## src/logic/ldpc_enc_pkg.sv

```systemverilog
// --------------------
// shared constants of the first parity stage
// matrix size, circulant encoding, register map
// --------------------
package ldpc_enc_pkg;

  // code geometry
  localparam int pZC      = 8;              // bits per word, expansion factor
  localparam int pROWS    = 4;              // inverse psi is pROWS x pROWS circulants
  localparam int pSHIFT_W = $clog2(pZC);    // rotation amount width

  // --------------------
  // circulant table entry
  // --------------------
  // top bit set -> all zero block, low bits -> right rotation of identity
  typedef logic [pSHIFT_W:0] circ_t;

  localparam circ_t circ_zero = {1'b1, {pSHIFT_W{1'b0}}};  // zero block
  localparam circ_t circ_eye  = '0;                        // unrotated identity

  // --------------------
  // wishbone register map
  // --------------------
  localparam int pWB_ADR_W = 5;
  localparam int pWB_DAT_W = 8;

  // table entry (r, c) at word r*pROWS + c, control word right above
  localparam int pREG_CTRL       = pROWS * pROWS;
  localparam int ctrl_bypass_bit = 0;       // control bit 0 -> bypass multiply

  // counter width for an index over n items, never zero
  function automatic int idx_w(input int n);
    return (n > 1) ? $clog2(n) : 1;
  endfunction

endpackage

```

## src/logic/ldpc_enc_wb_regs.sv

```systemverilog
// --------------------
// wishbone classic slave, circulant shift table and bypass flag
// --------------------
`timescale 1ns/1ps

module ldpc_enc_wb_regs #(
  parameter int pROWS = ldpc_enc_pkg::pROWS
) (
  input  logic                                   iclk     ,
  input  logic                                   ireset   ,
  input  logic                                   iclkena  ,
  //
  input  logic                                   wb_cyc   ,
  input  logic                                   wb_stb   ,
  input  logic                                   wb_we    ,
  input  logic [ldpc_enc_pkg::pWB_ADR_W-1:0]     wb_adr   ,
  input  logic [ldpc_enc_pkg::pWB_DAT_W-1:0]     wb_dat_w ,
  input  logic                                   wb_sel   ,
  output logic [ldpc_enc_pkg::pWB_DAT_W-1:0]     wb_dat_r ,
  output logic                                   wb_ack   ,
  //
  output ldpc_enc_pkg::circ_t [pROWS*pROWS-1:0]  inv_psi  ,  // entry r*pROWS+c
  output logic                                   bypass
);

  localparam int tbl_n = pROWS * pROWS;
  localparam int tw    = ldpc_enc_pkg::idx_w(tbl_n);
  localparam int sw    = ldpc_enc_pkg::pSHIFT_W;
  localparam int bb    = ldpc_enc_pkg::ctrl_bypass_bit;
  localparam logic [ldpc_enc_pkg::pWB_ADR_W-1:0] ctrl_adr =
    ldpc_enc_pkg::pREG_CTRL[ldpc_enc_pkg::pWB_ADR_W-1:0];

  logic          req;       // request seen, not yet acked
  logic          tbl_hit;
  logic          ctrl_hit;
  logic [tw-1:0] tbl_idx;

  assign req      = wb_cyc & wb_stb & ~wb_ack;   // ack lasts a single cycle
  assign tbl_hit  = (wb_adr < ctrl_adr);
  assign ctrl_hit = (wb_adr == ctrl_adr);        // above ctrl -> acked, ignored
  assign tbl_idx  = wb_adr[tw-1:0];

  // --------------------
  // ack and register writes
  // --------------------
  always_ff @(posedge iclk or posedge ireset) begin
    if (ireset) begin
      wb_ack <= 1'b0;
      bypass <= 1'b0;
      for (int i = 0; i < tbl_n; i++) begin
        // diagonal -> identity, rest -> zero blocks
        inv_psi[i] <= ((i % (pROWS + 1)) == 0) ? ldpc_enc_pkg::circ_eye
                                                : ldpc_enc_pkg::circ_zero;
      end
    end
    else if (iclkena) begin
      wb_ack <= req;
      if (req && wb_we && wb_sel) begin
        if (tbl_hit) begin
          inv_psi[tbl_idx] <= wb_dat_w[sw:0];
        end
        else if (ctrl_hit) begin
          bypass <= wb_dat_w[bb];
        end
      end
    end
  end

  // read data valid together with ack
  always_ff @(posedge iclk) begin
    if (iclkena && req) begin
      wb_dat_r <= '0;                            // unmapped -> zero
      if (tbl_hit) begin
        wb_dat_r[sw:0] <= inv_psi[tbl_idx];
      end
      else if (ctrl_hit) begin
        wb_dat_r[bb] <= bypass;
      end
    end
  end

endmodule

```

## src/logic/ldpc_enc_col_feed.sv

```systemverilog
// --------------------
// two bank block store, broadcasts one column word per cycle
// --------------------
`timescale 1ns/1ps

module ldpc_enc_col_feed #(
  parameter int pZC   = ldpc_enc_pkg::pZC   ,
  parameter int pROWS = ldpc_enc_pkg::pROWS
) (
  input  logic                                     iclk     ,
  input  logic                                     ireset   ,
  input  logic                                     iclkena  ,
  //
  input  logic                                     iwrite   ,
  input  logic                                     iwstart  ,  // restarts write counter
  input  logic [pZC-1:0]                           iwdat    ,
  //
  output logic                                     col_val  ,
  output logic                                     col_last ,
  output logic [ldpc_enc_pkg::idx_w(pROWS)-1:0]    col_idx  ,
  output logic [pZC-1:0]                           col_dat
);

  localparam int iw = ldpc_enc_pkg::idx_w(pROWS);
  localparam logic [iw-1:0] last_idx = iw'(pROWS - 1);

  logic [pZC-1:0] mem [2][pROWS];   // bank x word
  logic           wr_bank;
  logic           rd_bank;
  logic           rd_act;           // broadcast running
  logic [iw-1:0]  wr_cnt;
  logic [iw-1:0]  rd_cnt;
  logic [iw-1:0]  widx;
  logic           blk_done;
  logic           rd_last;

  assign widx     = iwstart ? '0 : wr_cnt;
  assign blk_done = iwrite && (widx == last_idx);   // last word of block
  assign rd_last  = rd_act && (rd_cnt == last_idx);

  always_ff @(posedge iclk) begin
    if (iclkena && iwrite) begin
      mem[wr_bank][widx] <= iwdat;
    end
  end

  // --------------------
  // write side and bank swap
  // --------------------
  always_ff @(posedge iclk or posedge ireset) begin
    if (ireset) begin
      wr_bank  <= 1'b0;
      wr_cnt   <= '0;
      rd_bank  <= 1'b0;
      rd_act   <= 1'b0;
      rd_cnt   <= '0;
      col_val  <= 1'b0;
      col_last <= 1'b0;
    end
    else if (iclkena) begin
      if (iwrite) begin
        wr_cnt <= blk_done ? '0 : widx + 1'b1;
      end
      if (blk_done) begin
        wr_bank <= ~wr_bank;          // next block into the free bank
        rd_bank <= wr_bank;           // broadcast the one just filled
        rd_act  <= 1'b1;
        rd_cnt  <= '0;
      end
      else if (rd_act) begin
        rd_cnt <= rd_last ? '0 : rd_cnt + 1'b1;
        rd_act <= ~rd_last;
      end
      col_val  <= rd_act;
      col_last <= rd_last;
    end
  end

  // column word to all lanes
  always_ff @(posedge iclk) begin
    if (iclkena) begin
      col_idx <= rd_cnt;
      col_dat <= mem[rd_bank][rd_cnt];
    end
  end

endmodule

```

## src/logic/ldpc_enc_row_acc.sv

```systemverilog
// --------------------
// one matrix row lane, rotate by circulant and xor accumulate
// --------------------
`timescale 1ns/1ps

module ldpc_enc_row_acc #(
  parameter int pZC   = ldpc_enc_pkg::pZC   ,
  parameter int pROWS = ldpc_enc_pkg::pROWS
) (
  input  logic                                     iclk     ,
  input  logic                                     ireset   ,
  input  logic                                     iclkena  ,
  //
  input  logic                                     col_val  ,
  input  logic                                     col_last ,
  input  logic [ldpc_enc_pkg::idx_w(pROWS)-1:0]    col_idx  ,
  input  logic [pZC-1:0]                           col_dat  ,
  input  ldpc_enc_pkg::circ_t [pROWS-1:0]          row_psi  ,  // entries (r, 0..pROWS-1)
  //
  output logic                                     row_val  ,
  output logic [pZC-1:0]                           row_dat
);

  localparam int sw = ldpc_enc_pkg::pSHIFT_W;

  ldpc_enc_pkg::circ_t psi;
  logic [pZC-1:0]      term;
  logic [pZC-1:0]      acc;

  // right cyclic rotation, bit i takes bit (i + s) mod pZC
  function automatic logic [pZC-1:0] rot_r(input logic [pZC-1:0] d, input logic [sw-1:0] s);
    logic [2*pZC-1:0] dd;
    dd = {d, d} >> s;
    return dd[pZC-1:0];
  endfunction

  assign psi  = row_psi[col_idx];                                   // circulant of this column
  assign term = psi[sw] ? '0 : rot_r(col_dat, psi[sw-1:0]);        // zero block adds nothing

  always_ff @(posedge iclk or posedge ireset) begin
    if (ireset) begin
      row_val <= 1'b0;
      acc     <= '0;
    end
    else if (iclkena) begin
      row_val <= col_val & col_last;    // one cycle after last column
      if (col_val) begin
        acc <= col_last ? '0 : acc ^ term;
      end
    end
  end

  always_ff @(posedge iclk) begin
    if (iclkena && col_val && col_last) begin
      row_dat <= acc ^ term;            // finished row word
    end
  end

endmodule

```

## src/logic/ldpc_enc_row_drain.sv

```systemverilog
// --------------------
// lane result capture and serializer with sof/eof strobes
// --------------------
`timescale 1ns/1ps

module ldpc_enc_row_drain #(
  parameter int pZC   = ldpc_enc_pkg::pZC   ,
  parameter int pROWS = ldpc_enc_pkg::pROWS
) (
  input  logic                              iclk    ,
  input  logic                              ireset  ,
  input  logic                              iclkena ,
  //
  input  logic                              row_val ,
  input  logic [pROWS-1:0][pZC-1:0]         row_dat ,  // all lanes at once
  //
  output logic                              mm_val  ,
  output logic                              mm_sof  ,
  output logic                              mm_eof  ,
  output logic [pZC-1:0]                    mm_dat
);

  localparam int lw = $clog2(pROWS + 1);

  logic [pROWS-1:0][pZC-1:0] sreg;    // words still to send, word 0 next
  logic [lw-1:0]             left;    // remaining after current

  // --------------------
  // strobes and word counter
  // --------------------
  always_ff @(posedge iclk or posedge ireset) begin
    if (ireset) begin
      mm_val <= 1'b0;
      mm_sof <= 1'b0;
      mm_eof <= 1'b0;
      left   <= '0;
    end
    else if (iclkena) begin
      if (row_val) begin                // load, first word out at once
        mm_val <= 1'b1;
        mm_sof <= 1'b1;
        mm_eof <= (pROWS == 1);
        left   <= lw'(pROWS - 1);
      end
      else if (left != '0) begin
        mm_val <= 1'b1;
        mm_sof <= 1'b0;
        mm_eof <= (left == lw'(1));
        left   <= left - 1'b1;
      end
      else begin
        mm_val <= 1'b0;
        mm_sof <= 1'b0;
        mm_eof <= 1'b0;
      end
    end
  end

  // shift out one word per cycle
  always_ff @(posedge iclk) begin
    if (iclkena) begin
      if (row_val) begin
        mm_dat <= row_dat[0];
        sreg   <= row_dat >> pZC;
      end
      else if (left != '0) begin
        mm_dat <= sreg[0];
        sreg   <= sreg >> pZC;
      end
    end
  end

endmodule

```

## src/logic/ldpc_enc_p1.sv

```systemverilog
// --------------------
// first parity stage, inverse psi multiply
// feeder, row lanes, drain and output register
// --------------------
`timescale 1ns/1ps

module ldpc_enc_p1 #(
  parameter int pZC   = ldpc_enc_pkg::pZC   ,
  parameter int pROWS = ldpc_enc_pkg::pROWS
) (
  input  logic                                   iclk    ,
  input  logic                                   ireset  ,
  input  logic                                   iclkena ,
  //
  input  logic                                   bypass  ,  // identity inverse psi codes
  input  logic                                   iwrite  ,
  input  logic                                   iwstart ,
  input  logic [pZC-1:0]                         iwdat   ,
  input  ldpc_enc_pkg::circ_t [pROWS*pROWS-1:0]  inv_psi ,
  //
  output logic                                   oval    ,
  output logic                                   osof    ,
  output logic                                   oeof    ,
  output logic [pZC-1:0]                         odat
);

  localparam int iw = ldpc_enc_pkg::idx_w(pROWS);

  logic                      col_val, col_last;
  logic [iw-1:0]             col_idx;
  logic [pZC-1:0]            col_dat;
  logic [pROWS-1:0]          lane_val;
  logic [pROWS-1:0][pZC-1:0] lane_dat;
  logic                      mm_val, mm_sof, mm_eof;
  logic [pZC-1:0]            mm_dat;

  ldpc_enc_col_feed #(.pZC(pZC), .pROWS(pROWS)) feed (
    .iclk (iclk), .ireset (ireset), .iclkena (iclkena),
    .iwrite (iwrite), .iwstart (iwstart), .iwdat (iwdat),
    .col_val (col_val), .col_last (col_last), .col_idx (col_idx), .col_dat (col_dat)
  );

  // one lane per matrix row, each gets its own table row
  for (genvar r = 0; r < pROWS; r++) begin : g_row
    ldpc_enc_row_acc #(.pZC(pZC), .pROWS(pROWS)) lane (
      .iclk (iclk), .ireset (ireset), .iclkena (iclkena),
      .col_val (col_val), .col_last (col_last), .col_idx (col_idx), .col_dat (col_dat),
      .row_psi (inv_psi[r*pROWS +: pROWS]),
      .row_val (lane_val[r]), .row_dat (lane_dat[r])
    );
  end

  ldpc_enc_row_drain #(.pZC(pZC), .pROWS(pROWS)) drain (
    .iclk (iclk), .ireset (ireset), .iclkena (iclkena),
    .row_val (&lane_val), .row_dat (lane_dat),   // lanes run in lockstep
    .mm_val (mm_val), .mm_sof (mm_sof), .mm_eof (mm_eof), .mm_dat (mm_dat)
  );

  // --------------------
  // output register
  // --------------------
  always_ff @(posedge iclk or posedge ireset) begin
    if (ireset) begin
      oval <= 1'b0;
      osof <= 1'b0;
      oeof <= 1'b0;
    end
    else if (iclkena) begin
      oval <= bypass ? iwrite  : mm_val;
      osof <= bypass ? iwstart : mm_sof;
      oeof <= bypass ? 1'b0    : mm_eof;   // no eof in bypass
    end
  end

  always_ff @(posedge iclk) begin
    if (iclkena) begin
      odat <= bypass ? iwdat : mm_dat;
    end
  end

endmodule

```

## src/logic/ldpc_enc_top.sv

```systemverilog
// --------------------
// top level, register slave plus parity stage
// --------------------
`timescale 1ns/1ps

module ldpc_enc_top #(
  parameter int pZC   = ldpc_enc_pkg::pZC   ,
  parameter int pROWS = ldpc_enc_pkg::pROWS
) (
  input  logic                                iclk     ,
  input  logic                                ireset   ,
  input  logic                                iclkena  ,
  // wishbone slave
  input  logic                                wb_cyc   ,
  input  logic                                wb_stb   ,
  input  logic                                wb_we    ,
  input  logic [ldpc_enc_pkg::pWB_ADR_W-1:0]  wb_adr   ,
  input  logic [ldpc_enc_pkg::pWB_DAT_W-1:0]  wb_dat_w ,
  input  logic                                wb_sel   ,
  output logic [ldpc_enc_pkg::pWB_DAT_W-1:0]  wb_dat_r ,
  output logic                                wb_ack   ,
  // syndrome words in
  input  logic                                iwrite   ,
  input  logic                                iwstart  ,
  input  logic [pZC-1:0]                      iwdat    ,
  // parity words out
  output logic                                oval     ,
  output logic                                osof     ,
  output logic                                oeof     ,
  output logic [pZC-1:0]                      odat
);

  ldpc_enc_pkg::circ_t [pROWS*pROWS-1:0] inv_psi;
  logic                                  bypass;

  ldpc_enc_wb_regs #(.pROWS(pROWS)) regs (
    .iclk (iclk), .ireset (ireset), .iclkena (iclkena),
    .wb_cyc (wb_cyc), .wb_stb (wb_stb), .wb_we (wb_we), .wb_adr (wb_adr),
    .wb_dat_w (wb_dat_w), .wb_sel (wb_sel), .wb_dat_r (wb_dat_r), .wb_ack (wb_ack),
    .inv_psi (inv_psi), .bypass (bypass)
  );

  ldpc_enc_p1 #(.pZC(pZC), .pROWS(pROWS)) p1 (
    .iclk (iclk), .ireset (ireset), .iclkena (iclkena),
    .bypass (bypass), .iwrite (iwrite), .iwstart (iwstart), .iwdat (iwdat),
    .inv_psi (inv_psi),
    .oval (oval), .osof (osof), .oeof (oeof), .odat (odat)
  );

endmodule

```

## config.mk

```make
export PLATFORM = sky130hd
export DESIGN_NAME = ldpc_enc_top
export DESIGN_NICKNAME = d
export VERILOG_FILES = /design/src/logic/ldpc_enc_pkg.sv /design/src/logic/ldpc_enc_wb_regs.sv /design/src/logic/ldpc_enc_col_feed.sv /design/src/logic/ldpc_enc_row_acc.sv /design/src/logic/ldpc_enc_row_drain.sv /design/src/logic/ldpc_enc_p1.sv /design/src/logic/ldpc_enc_top.sv
export SDC_FILE = /design/constraint.sdc
export NUM_CORES = 1
export LEC_CHECK = 0
export BUFFER_PORTS_ARGS = -buffer_cell sky130_fd_sc_hd__buf_2
export CELL_PAD_IN_SITES_DETAIL_PLACEMENT = 1
export CELL_PAD_IN_SITES_GLOBAL_PLACEMENT = 2
export CORE_AREA = 10 10 193 195
export DETAILED_ROUTE_END_ITERATION = 12
export DIE_AREA = 0 0 203 205
export PLACE_DENSITY = 0.81
export SKIP_LAST_GASP = 1
export SLEW_MARGIN = 20
export SYNTH_ARGS = -nofsm -noshare
export SYNTH_HDL_FRONTEND = slang
export SYNTH_HIERARCHICAL = 1
export SYNTH_SLANG_ARGS = --single-unit
```

## constraint.sdc

```tcl
create_clock -name iclk -period 8.3 [get_ports iclk]
set_clock_uncertainty 0.1 [all_clocks]
set_input_delay 0.83 -clock iclk [delete_from_list [all_inputs] [get_ports iclk]]
set_output_delay 0.83 -clock iclk [all_outputs]
set_load 0.01 [all_outputs]
```

## Word-level counts from Yosys, hierarchy flattened

Memories as Yosys holds them, arrays and structs flattened.
Index checks and enable logic that the tools add are counted.

| storage, ports and cells | value |
|---|---|
| register bits | 203 |
| bits in writable memories | 64 |
| input bits | 30 |
| output and inout bits | 20 |
| word-level logic and storage cells | 154 |
| memories kept | 1 |

Memories:

| memory | depth | width | rd ports | clocked after Yosys merged registers in | wr ports | RTL line | RTL |
|---|---|---|---|---|---|---|---|
| p1.feed.mem | 2 | 32 | 1 | 0 | 1 | ldpc_enc_col_feed.sv:27 | `logic [pZC-1:0] mem [2][pROWS];` |

| operators by class | value |
|---|---|
| $add $sub $neg | 3 |
| magnitude comparators | 7 |
| eq/ne operators | 4 |
| shift-type cells | 4 |
| mux-type cells | 52 |
| bitwise logic cells | 13 |
| reductions and logical operators | 20 |

Operator list:

| operator | number |
|---|---|
| 8-bit 2-to-1 mux | 14 |
| 64-bit bitwise mux | 1 |
| 16-bit by 3-bit right shift with 8-bit output | 4 |
| 24-bit 2-to-1 mux | 2 |
| 4-bit binary-select mux with 2-bit select | 4 |
| 32-bit 2-to-1 mux | 1 |
| 8-bit bitwise XOR | 4 |
| 4-bit 2-to-1 mux | 6 |
| 4-bit binary-select mux with 4-bit select | 1 |
| 8-bit binary-select mux with 2-bit select | 1 |
| 4-bit demux with 4-bit select | 1 |
| 8-bit demux with 2-bit select | 1 |
| 1-bit 2-to-1 mux | 13 |
| 1-bit logical AND | 10 |
| 2-bit 2-to-1 mux | 5 |
| 2-bit AND reduction | 5 |
| 3-bit greater-or-equal comparator (second input constant) | 2 |
| 3-bit 2-to-1 mux | 2 |
| 2-bit NOT with 3-bit output | 2 |
| 5-bit equality test (second input constant) | 1 |
| 4-bit by 5-bit < comparator with 1-bit output (second input constant) | 1 |
| 5-bit < comparator (second input constant) | 1 |
| 2-bit by 1-bit adder with 2-bit output (second input constant) | 2 |
| 2-bit equality test (second input constant) | 2 |
| 11 further kinds | 17 |

## Depth between registers and ports, before layout

Gate-level depths: netlist of run 1.

| depth | value |
|---|---|
| word-level depth | 7 |
| depth in mapped cells | 6 |
| mapped depth without buffers | 5 |

## By module

Netlist of run 1, hierarchy kept.

Modules (own cells, without submodules):

| module | instances | cells each | area each (µm²) |
|---|---|---|---|
| ldpc_enc_row_acc | 4 | 122 | 1,333.8 |
| ldpc_enc_wb_regs | 1 | 220 | 3,369.5 |
| ldpc_enc_col_feed | 1 | 157 | 3,248.1 |
| ldpc_enc_row_drain | 1 | 98 | 1,730.4 |
| ldpc_enc_p1 | 1 | 31 | 483.0 |

## Worst setup path after synthesis of run 1

Ideal clock, no wire load.

| path | value |
|---|---|
| path type | register -> register |
| start point | register p1/feed/col_idx[0] (netlist bit) |
| end point | register p1.g_row[0].lane.acc[5] |
| setup time | 0.126 ns |
| data arrival time | 2.617 ns |
| required time | 8.074 ns |
| setup slack | 5.457 ns |
| stages on the path, launching flop included | 7 |
| buffers on the path | 1 |
| clock period less this slack | 2.843 ns |
| cell sequence | edfxtp_1 mux4_2 buf_6 mux2i_1 a22o_1 or3_4 a221o_1 |

| between the ends | value |
|---|---|
| cells in the longest elaborated chain, start to end | 6 |

RTL lines:

| what | RTL line | RTL |
|---|---|---|
| from (decl) | ldpc_enc_col_feed.sv:20 | `output logic [ldpc_enc_pkg::idx_w(pROWS)-1:0] col_idx ,` |
| from (signal assigned) | ldpc_enc_col_feed.sv:82 | `col_idx <= rd_cnt;` |
| 4-bit binary-select mux with 2-bit select (*) | ldpc_enc_row_acc.sv:37 | `assign psi = row_psi[col_idx];` |
| 4-bit 2-to-1 mux (implied by the code) (*) | ldpc_enc_row_acc.sv:37 |  |
| 16-bit by 3-bit right shift with 8-bit output | ldpc_enc_row_acc.sv:33 | `dd = {d, d} >> s;` |
| 8-bit 2-to-1 mux (*) | ldpc_enc_row_acc.sv:38 | `assign term = psi[sw] ? '0 : rot_r(col_dat, psi[sw-1:0]);` |
| 8-bit bitwise XOR (*) | ldpc_enc_row_acc.sv:48 | `acc <= col_last ? '0 : acc ^ term;` |
| 8-bit 2-to-1 mux (*) | ldpc_enc_row_acc.sv:48 |  |
| to (signal assigned) | ldpc_enc_row_acc.sv:48 |  |
| to (decl) | ldpc_enc_row_acc.sv:28 | `logic [pZC-1:0] acc;` |

Every way passes the cells marked *; elsewhere a longest branch is shown, timed or not. The select of a mux whose other input is x is not followed.
A chain may end at the register's enable or synchronous reset.

## Final worst setup path of run 1

| path | value |
|---|---|
| start point | register p1/feed/col_idx[0] (netlist bit) |
| end point | register p1.g_row[0].lane.row_dat[3] (data pin) |

| between the ends | value |
|---|---|
| cells in the longest elaborated chain, start to end | 5 |

RTL lines:

| what | RTL line | RTL |
|---|---|---|
| 4-bit binary-select mux with 2-bit select (*) | ldpc_enc_row_acc.sv:37 |  |
| 4-bit 2-to-1 mux (implied by the code) (*) | ldpc_enc_row_acc.sv:37 |  |
| 16-bit by 3-bit right shift with 8-bit output | ldpc_enc_row_acc.sv:33 |  |
| 8-bit 2-to-1 mux (*) | ldpc_enc_row_acc.sv:38 |  |
| 8-bit bitwise XOR (*) | ldpc_enc_row_acc.sv:55 | `row_dat <= acc ^ term;` |
| to (signal assigned) | ldpc_enc_row_acc.sv:55 |  |
| to (decl) | ldpc_enc_row_acc.sv:21 | `output logic [pZC-1:0] row_dat` |

Marked as above.

==> impl_metrics.ini, run 1 <==
[global_route]
grt_pass1_wl_mm = 52.9
track_usage = 0.160
first_global_vias = 9061
antenna_found_initial = 0
grt-ovfl-total = 0
grt_max_degree = 70

[timing]
setup-tns-final_ps = 0
worst_slack_ps = 5150
rsz0062_at_grt = no
fin_crit_ps = 3150
tightest_slew_ps = 988
hold_viol = 0
period_share = 0.380
relSlewSlack = 0.339
fmax_mhz = 317
report.final.slew_viol_count = 0
setup-violations-final = 0

[finish]
postLayoutCellArea_um2 = 15800
multiInputGateArea_um2 = 6210
n_antenna_cell = 0
fin_nets = 1061
nFillCells = 3317
final_common_cell = edfxtp_1
layout_common_cells = 150 x edfxtp_1, 107 x dfrtp_1, 96 x mux2_2
drive_above_1_share = 0.271
final-seq-area_um2 = 7520
area_delta_synth_final_pct = 11.3

[clock_tree]
htreeDepth = 1
tritoncts = done
cts.sinks = 270
clk_path_buf_depth = 3
cts_setup_buffers = 0
path_clk_slew_ps = 60
clock_latency_ps = 570
cts_resized = 0
hold_buffers = 0
cts_buffers = 30
cts_root_buf = clkbuf_16

[logic_synthesis]
synth_area_leaders = edfxtp_1 32%, dfrtp_1 19%, mux2_2 7.6%, mux2i_1 5.6%, mux4_2 4.3%
synthMuxAreaShare = 0.232
synth_compound_gate_area_share = 0.0745
ys_seq_area_frac = 0.531
ys_types = 61
synth_top_family_by_area = multiplexers
ys_async_sr_fraction = 0.444
ys.flop_type = edfxtp_1
synth_area_leader_cell = edfxtp_1
yosysWarnings = 6
synthAdderAreaFrac = 0.00353
syn_inst = 994
syn_area_per_cell_um2 = 14.3
post_synth_instance_area_um2 = 14200
synth_top_cell_area_share = 0.318
synth_edf_count = 150
synth-seq-cells = 270
synth-xor-area-share = 0.0204
synth_simple_gate_area_share = 0.106

[setup_path]
worstReg2RegEnd = p1/g_row[0].lane/row_dat[3]
worstSetupEndpointType = register
critPathLaunch = p1/feed/col_idx[0]
crit_required_ps = 8560
cp.depth = 6
crit_path_end = p1/g_row[0].lane/row_dat[3]
path_buf_inv = 1
start_kind = register
crit_top_cell = mux2i_1
critical_path.top_delay_family = multiplexers
crit_fanout = 12
r2r_cells = 6
worstPathArrival_ps = 3410
crit_path_cell_trace = buf_8 > mux4_2 > mux2i_1 > mux2i_1 > a22oi_1 > xnor2_1
critical_path_class = register to register
slowest_delay_ps = 770
slowest_stage = edfxtp_1
rrSetupSlack_ps = 5150
r2r-start = p1/feed/col_idx[0]

[placement]
dp_slack_ps = 4910
port_buffers = 41
gp_congestion = 0.762
dp_hpwl_mm = 22.6
dpl_cell_area_um2 = 14600

[floorplan]
core_um2 = 33300
row_count = 67
chipHeight_um = 205
fp.dieW_um = 203
ios = 50
die-area_um2 = 41600
start_util = 0.426

[power]
ir_drop_uv = 185
swShare = 0.307
netSwitchingPower_w = 0.00137
p_int_w = 0.00308
clkPwrFrac = 0.319
p_leak_nw = 5.99
p_seq_frac = 0.438
combinationalPowerShare = 0.242
power_density_nw_per_um2 = 282

[routing]
vias = 8570
final_antenna_net_count = 0
drc = 0
first_pass_iters = 5
drt_iter0_markers = 575
via_per_inst = 5.72
finalWirelength_mm = 33.8
wl_per_cell_um = 22.6

[outcome]
outcome = finished clean

[worst_hold_path]
min_path_type = input pin to async pin

[flow_run]
cap_viol_max_count = 0
-- metal layers --
| metal | global-route usage | routed length, um | part of all wire |
|---|---|---|---|
| met3 | 0.0220 | 1260 | 0.037 |
| met4 | 0.0344 | 498 | 0.015 |
| met5 | 0 | 0 | 0 |
| met1 | 0.214 | 15400 | 0.45 |
| met2 | 0.274 | 16700 | 0.49 |
-- cell families after synthesis --
group / Yosys count
AOI/OAI and AO/OA: 132
xor gates and xnor gates: 33
adders and majority gates: 4
buffers and inverters: 74
DFF: 270
muxes: 241
other: 1
and+or+nand+nor: 239
-- worst min-delay path by stage --
stage                               end  slack [ps]  cells after the start
6_report                        p1/oeof         170                      2
3_5_place_dp   p1/g_row[3].lane/row_val         390                      1
2_1_floorplan  p1/g_row[1].lane/row_val         350                      1
5_1_grt                         p1/osof         170                      2
3_3_place_gp   p1/g_row[2].lane/row_val         370                      1
4_1_cts                         p1/osof         150                      2
-- cell type report --
cell class	count	area share
tap	448	0.0356
clock buffer	40	0.0533
timing repair buffer	51	0.0195
inverter	21	0.00500
sequential	270	0.477
multi-input combinational	653	0.394
clock inverter	16	0.0151
-- synth_stat cells, types with 4 or more instances --
cell type,instances
nor2b_1,34
a22oi_1,40
xnor2_1,32
mux2_2,96
and3_1,16
nor3_1,10
nor2_1,33
mux4_1,20
dfstp_2,12
and2b_1,8
mux4_2,27
inv_1,21
a221o_1,20
mux2i_1,79
and2_4,4
o211ai_1,13
o21ai_0,9
a21oi_1,4
clkbuf_1,20
a211o_1,4
nand2_1,27
nand3b_1,15
a221oi_1,4
a22o_1,14
ha_1,4
o221ai_1,9
or3_4,4
nand2b_1,10
a21o_1,6
mux2_4,19
edfxtp_1,150
buf_6,13
or2b_1,4
or4_1,4
buf_2,8
and2_1,14
or3_1,13
or2_2,5
nor4_1,15
buf_4,9
dfrtp_1,108
nor2_2,7
-- metrics by stage --
step / utilization / total power, W / instances / hold WS [ps]
floorplan: - / 0.00270 / 997 / 346
global placement: 0.440 / 0.00299 / 1441 / 366
detailed placement: 0.440 / 0.00303 / 1441 / 386
CTS: 0.472 / 0.00447 / 1497 / 154
global route: 0.474 / 0.00468 / 1499 / 169
finish: 0.474 / 0.00444 / 1499 / 169
-- sequential cells by signal, indices dropped and copies added, names as in the netlist, 2 cells and up --
name,flops
p1/drain/left,3
p1/drain/mm_dat,8
p1/drain/sreg,24
p1/feed/col_dat,8
p1/feed/col_idx,2
p1/feed/mem,64
p1/feed/rd_cnt,2
p1/feed/wr_cnt,2
p1/g_row.lane/acc,32
p1/g_row.lane/row_dat,32
p1/g_row.lane/row_val,4
p1/odat,8
regs/inv_psi,64
regs/wb_dat_r,4
-- power by group through the flow --
stage	combinational (W)	clock [W]	sequential (W)
after global routing	0.00119	0.00151	0.00198
after floorplan	0.000856	0	0.00184
after CTS	0.00107	0.00145	0.00195
after detailed placement	0.00106	0	0.00197
after global placement	0.00103	0	0.00196
final	0.00108	0.00142	0.00195
(Power assumes the default switching activity.)
==> inputs of run 2 (changes only) <==
CORE_AREA = 10 10 197 199   (was 10 10 193 195)
DIE_AREA = 0 0 207 209   (was 0 0 203 205)
clock period = 2.56 ns   (was 8.3 ns; I/O delays follow)
==> run 2 against run 1 <==
- the flow now finishes with violations (setup timing)
- global-route usage is 0.36 points higher
- total power grew to 3.4 times the previous value
- routed wire length is 12% higher
- first-iteration DRC count down 17%
- die area up 4.0%
- via count up 7.6%
- sequential power rose to 3.2 times the previous value
- clock-buffer cell count up 1
- clock power grew to 3.1 times the previous value
- sequential share of layout area down 3.4 points
==> impl_metrics.ini, run 2 (same netlist as run 1, synthesis figures left out) <==
[global_route]
grt_pass1_wl_mm = 57.2
track_usage = 0.164
first_global_vias = 9806
antenna_found_initial = 1
grt-ovfl-total = 0
grt_max_degree = 45

[setup_path]
start_kind = register
crit_required_ps = 2920
crit_top_cell = buf_12
crit_fanout = 6
worstPathArrival_ps = 3080
slowest_delay_ps = 610
r2r-start = p1/feed/col_idx[0]
rrSetupSlack_ps = -160
worstReg2RegEnd = p1/g_row[1].lane/acc[5]
slowest_stage = mux4_2
r2r_cells = 8
crit_path_cell_trace = buf_6 > buf_12 > buf_12 > mux4_2 > and2b_1 > a22o_1 > or3_4 > a221o_1
critical_path_class = register to register
worstSetupEndpointType = register

[clock_tree]
path_clk_slew_ps = 70
htreeDepth = 1
tritoncts = done
cts_buffers = 30
clk_path_buf_depth = 3
cts.sinks = 270
cts_root_buf = clkbuf_16
clock_latency_ps = 570

[worst_hold_path]
hold_depth = 4
hold_end = regs/bypass
min_path_type = input pin to register
hp-start = wb_adr[4]

[outcome]
violations = setup timing
outcome = finished, violations left

[floorplan]
core_um2 = 35100
ios = 50
die-area_um2 = 43300
chipHeight_um = 209
fp.dieW_um = 207
start_util = 0.404
row_count = 69

[power]
clkPwrFrac = 0.290
netSwitchingPower_w = 0.00486
p_seq_frac = 0.413
ir_drop_uv = 466
p_leak_nw = 6.57
p_int_w = 0.0103
power_density_nw_per_um2 = 894
combinationalPowerShare = 0.297
swShare = 0.321

[finish]
layout_common_cells = 150 x edfxtp_1, 107 x dfrtp_1, 96 x mux2_2
fin_nets = 1154
reg_top3 = p1/feed/mem x64, regs/inv_psi x64
n_antenna_cell = 0
final_common_cell = edfxtp_1
postLayoutCellArea_um2 = 17000
area_delta_synth_final_pct = 19.9
final_util = 0.484
drive_above_1_share = 0.388

[routing]
final_antenna_net_count = 0
vias = 9220
wl_per_cell_um = 23.5
finalWirelength_mm = 37.7
via_per_inst = 5.75
drc = 0
drt_iter0_markers = 480
first_pass_iters = 5

[placement]
dpl_cell_area_um2 = 15200
port_buffers = 41
dp_hpwl_mm = 25.1
gp_congestion = 0.840

[timing]
report.final.slew_viol_count = 0
relSlewSlack = 0.398
period_share = 1.06
hold_viol = 0
worst_slack_ps = -159
rsz0062_at_grt = yes
tightest_slew_ps = 903
fin_crit_ps = 2720
setup-violations-final = 42
fmax_mhz = 368

[flow_run]
cap_viol_max_count = 0
## run 2: cell count changes in the layout (fill, tap and decap cells not counted), moves of 6 or more
cell           delta
buf_12            +6
buf_6            +13
buf_4            +63
mux2i_1          -35
a22oi_1          -31
dlygate4sd3_1    +12
mux2i_2          +25
mux2i_4          +10
a22oi_2          +31
## run 2: stage by stage
stage               std cells  TNS (ps)  power [W]  worst slack [ps]  hold WS, ps
floorplan                 997     -4400    0.00875              -283        -90.4
global placement         1520     -28.8     0.0100             -28.1          186
detailed placement       1520      -299     0.0102             -48.6          199
CTS                      1587     -1170     0.0148             -87.6         79.9
global route             1604     -6420     0.0159              -210         98.8
finish                   1604     -2730     0.0152              -159          101
## run 2: power by group through the flow
| stage | combinational, W | clock, W | sequential, W |
|---|---|---|---|
| floorplan | 0.00278 | 0 | 0.00598 |
| global placement | 0.00380 | 0 | 0.00621 |
| detailed placement | 0.00395 | 0 | 0.00627 |
| CTS | 0.00408 | 0.00449 | 0.00622 |
| global route | 0.00486 | 0.00468 | 0.00636 |
| finish | 0.00450 | 0.00440 | 0.00627 |
## run 2: worst max-delay path by stage
stage	startpoint	endpoint	slack [ps]
finish	p1/feed/col_idx[0]	p1/g_row[1].lane/acc[5]	-160
global route	p1/feed/col_idx[0]	p1/g_row[1].lane/acc[5]	-210
floorplan	p1/feed/col_idx[0]	p1/g_row[0].lane/acc[5]	-280
CTS	p1/feed/col_idx[0]	p1/g_row[1].lane/acc[5]	-90
global placement	p1/feed/col_idx[0]	p1/g_row[1].lane/acc[5]	-30
detailed placement	p1/feed/col_idx[0]	p1/g_row[1].lane/acc[5]	-50
## run 2: critical path: cells and delay by family (launching register included)
kind	cells	cell delay (ps)
AND/OR/NAND/NOR	2	610
AO/OA/AOI/OAI	2	540
buffers and inverters	3	390
multiplexers	1	610
flip-flops	1	340
## run 2: metal layers
metal  part of all wire  global-route usage  vias to the layer above
met3              0.036              0.0225                       64
met5                  0                   0                        -
li1                   -                   -                     4131
met4              0.026              0.0468                        0
met2               0.51               0.282                      193
met1               0.43               0.211                     4832
## run 2: layout make-up
class,instances,area (um2)
clock buffer,41,802
clock inverter,14,201
fill,3520,18100
inverter,21,78.8
multi-input combinational,653,6650
sequential,270,7520
tap,461,577
timing repair buffer,144,1150
## run 2: timing repair
action / in CTS / in global routing
cloned: 0 / 1
hold buffers: 12 / 0
gates resized for setup: 23 / 82
pin swaps: 3 / 32
hold endpoints to repair: 145 / 0
endpoints found under the setup margin: 38 / 57
setup buffers: 0 / 16
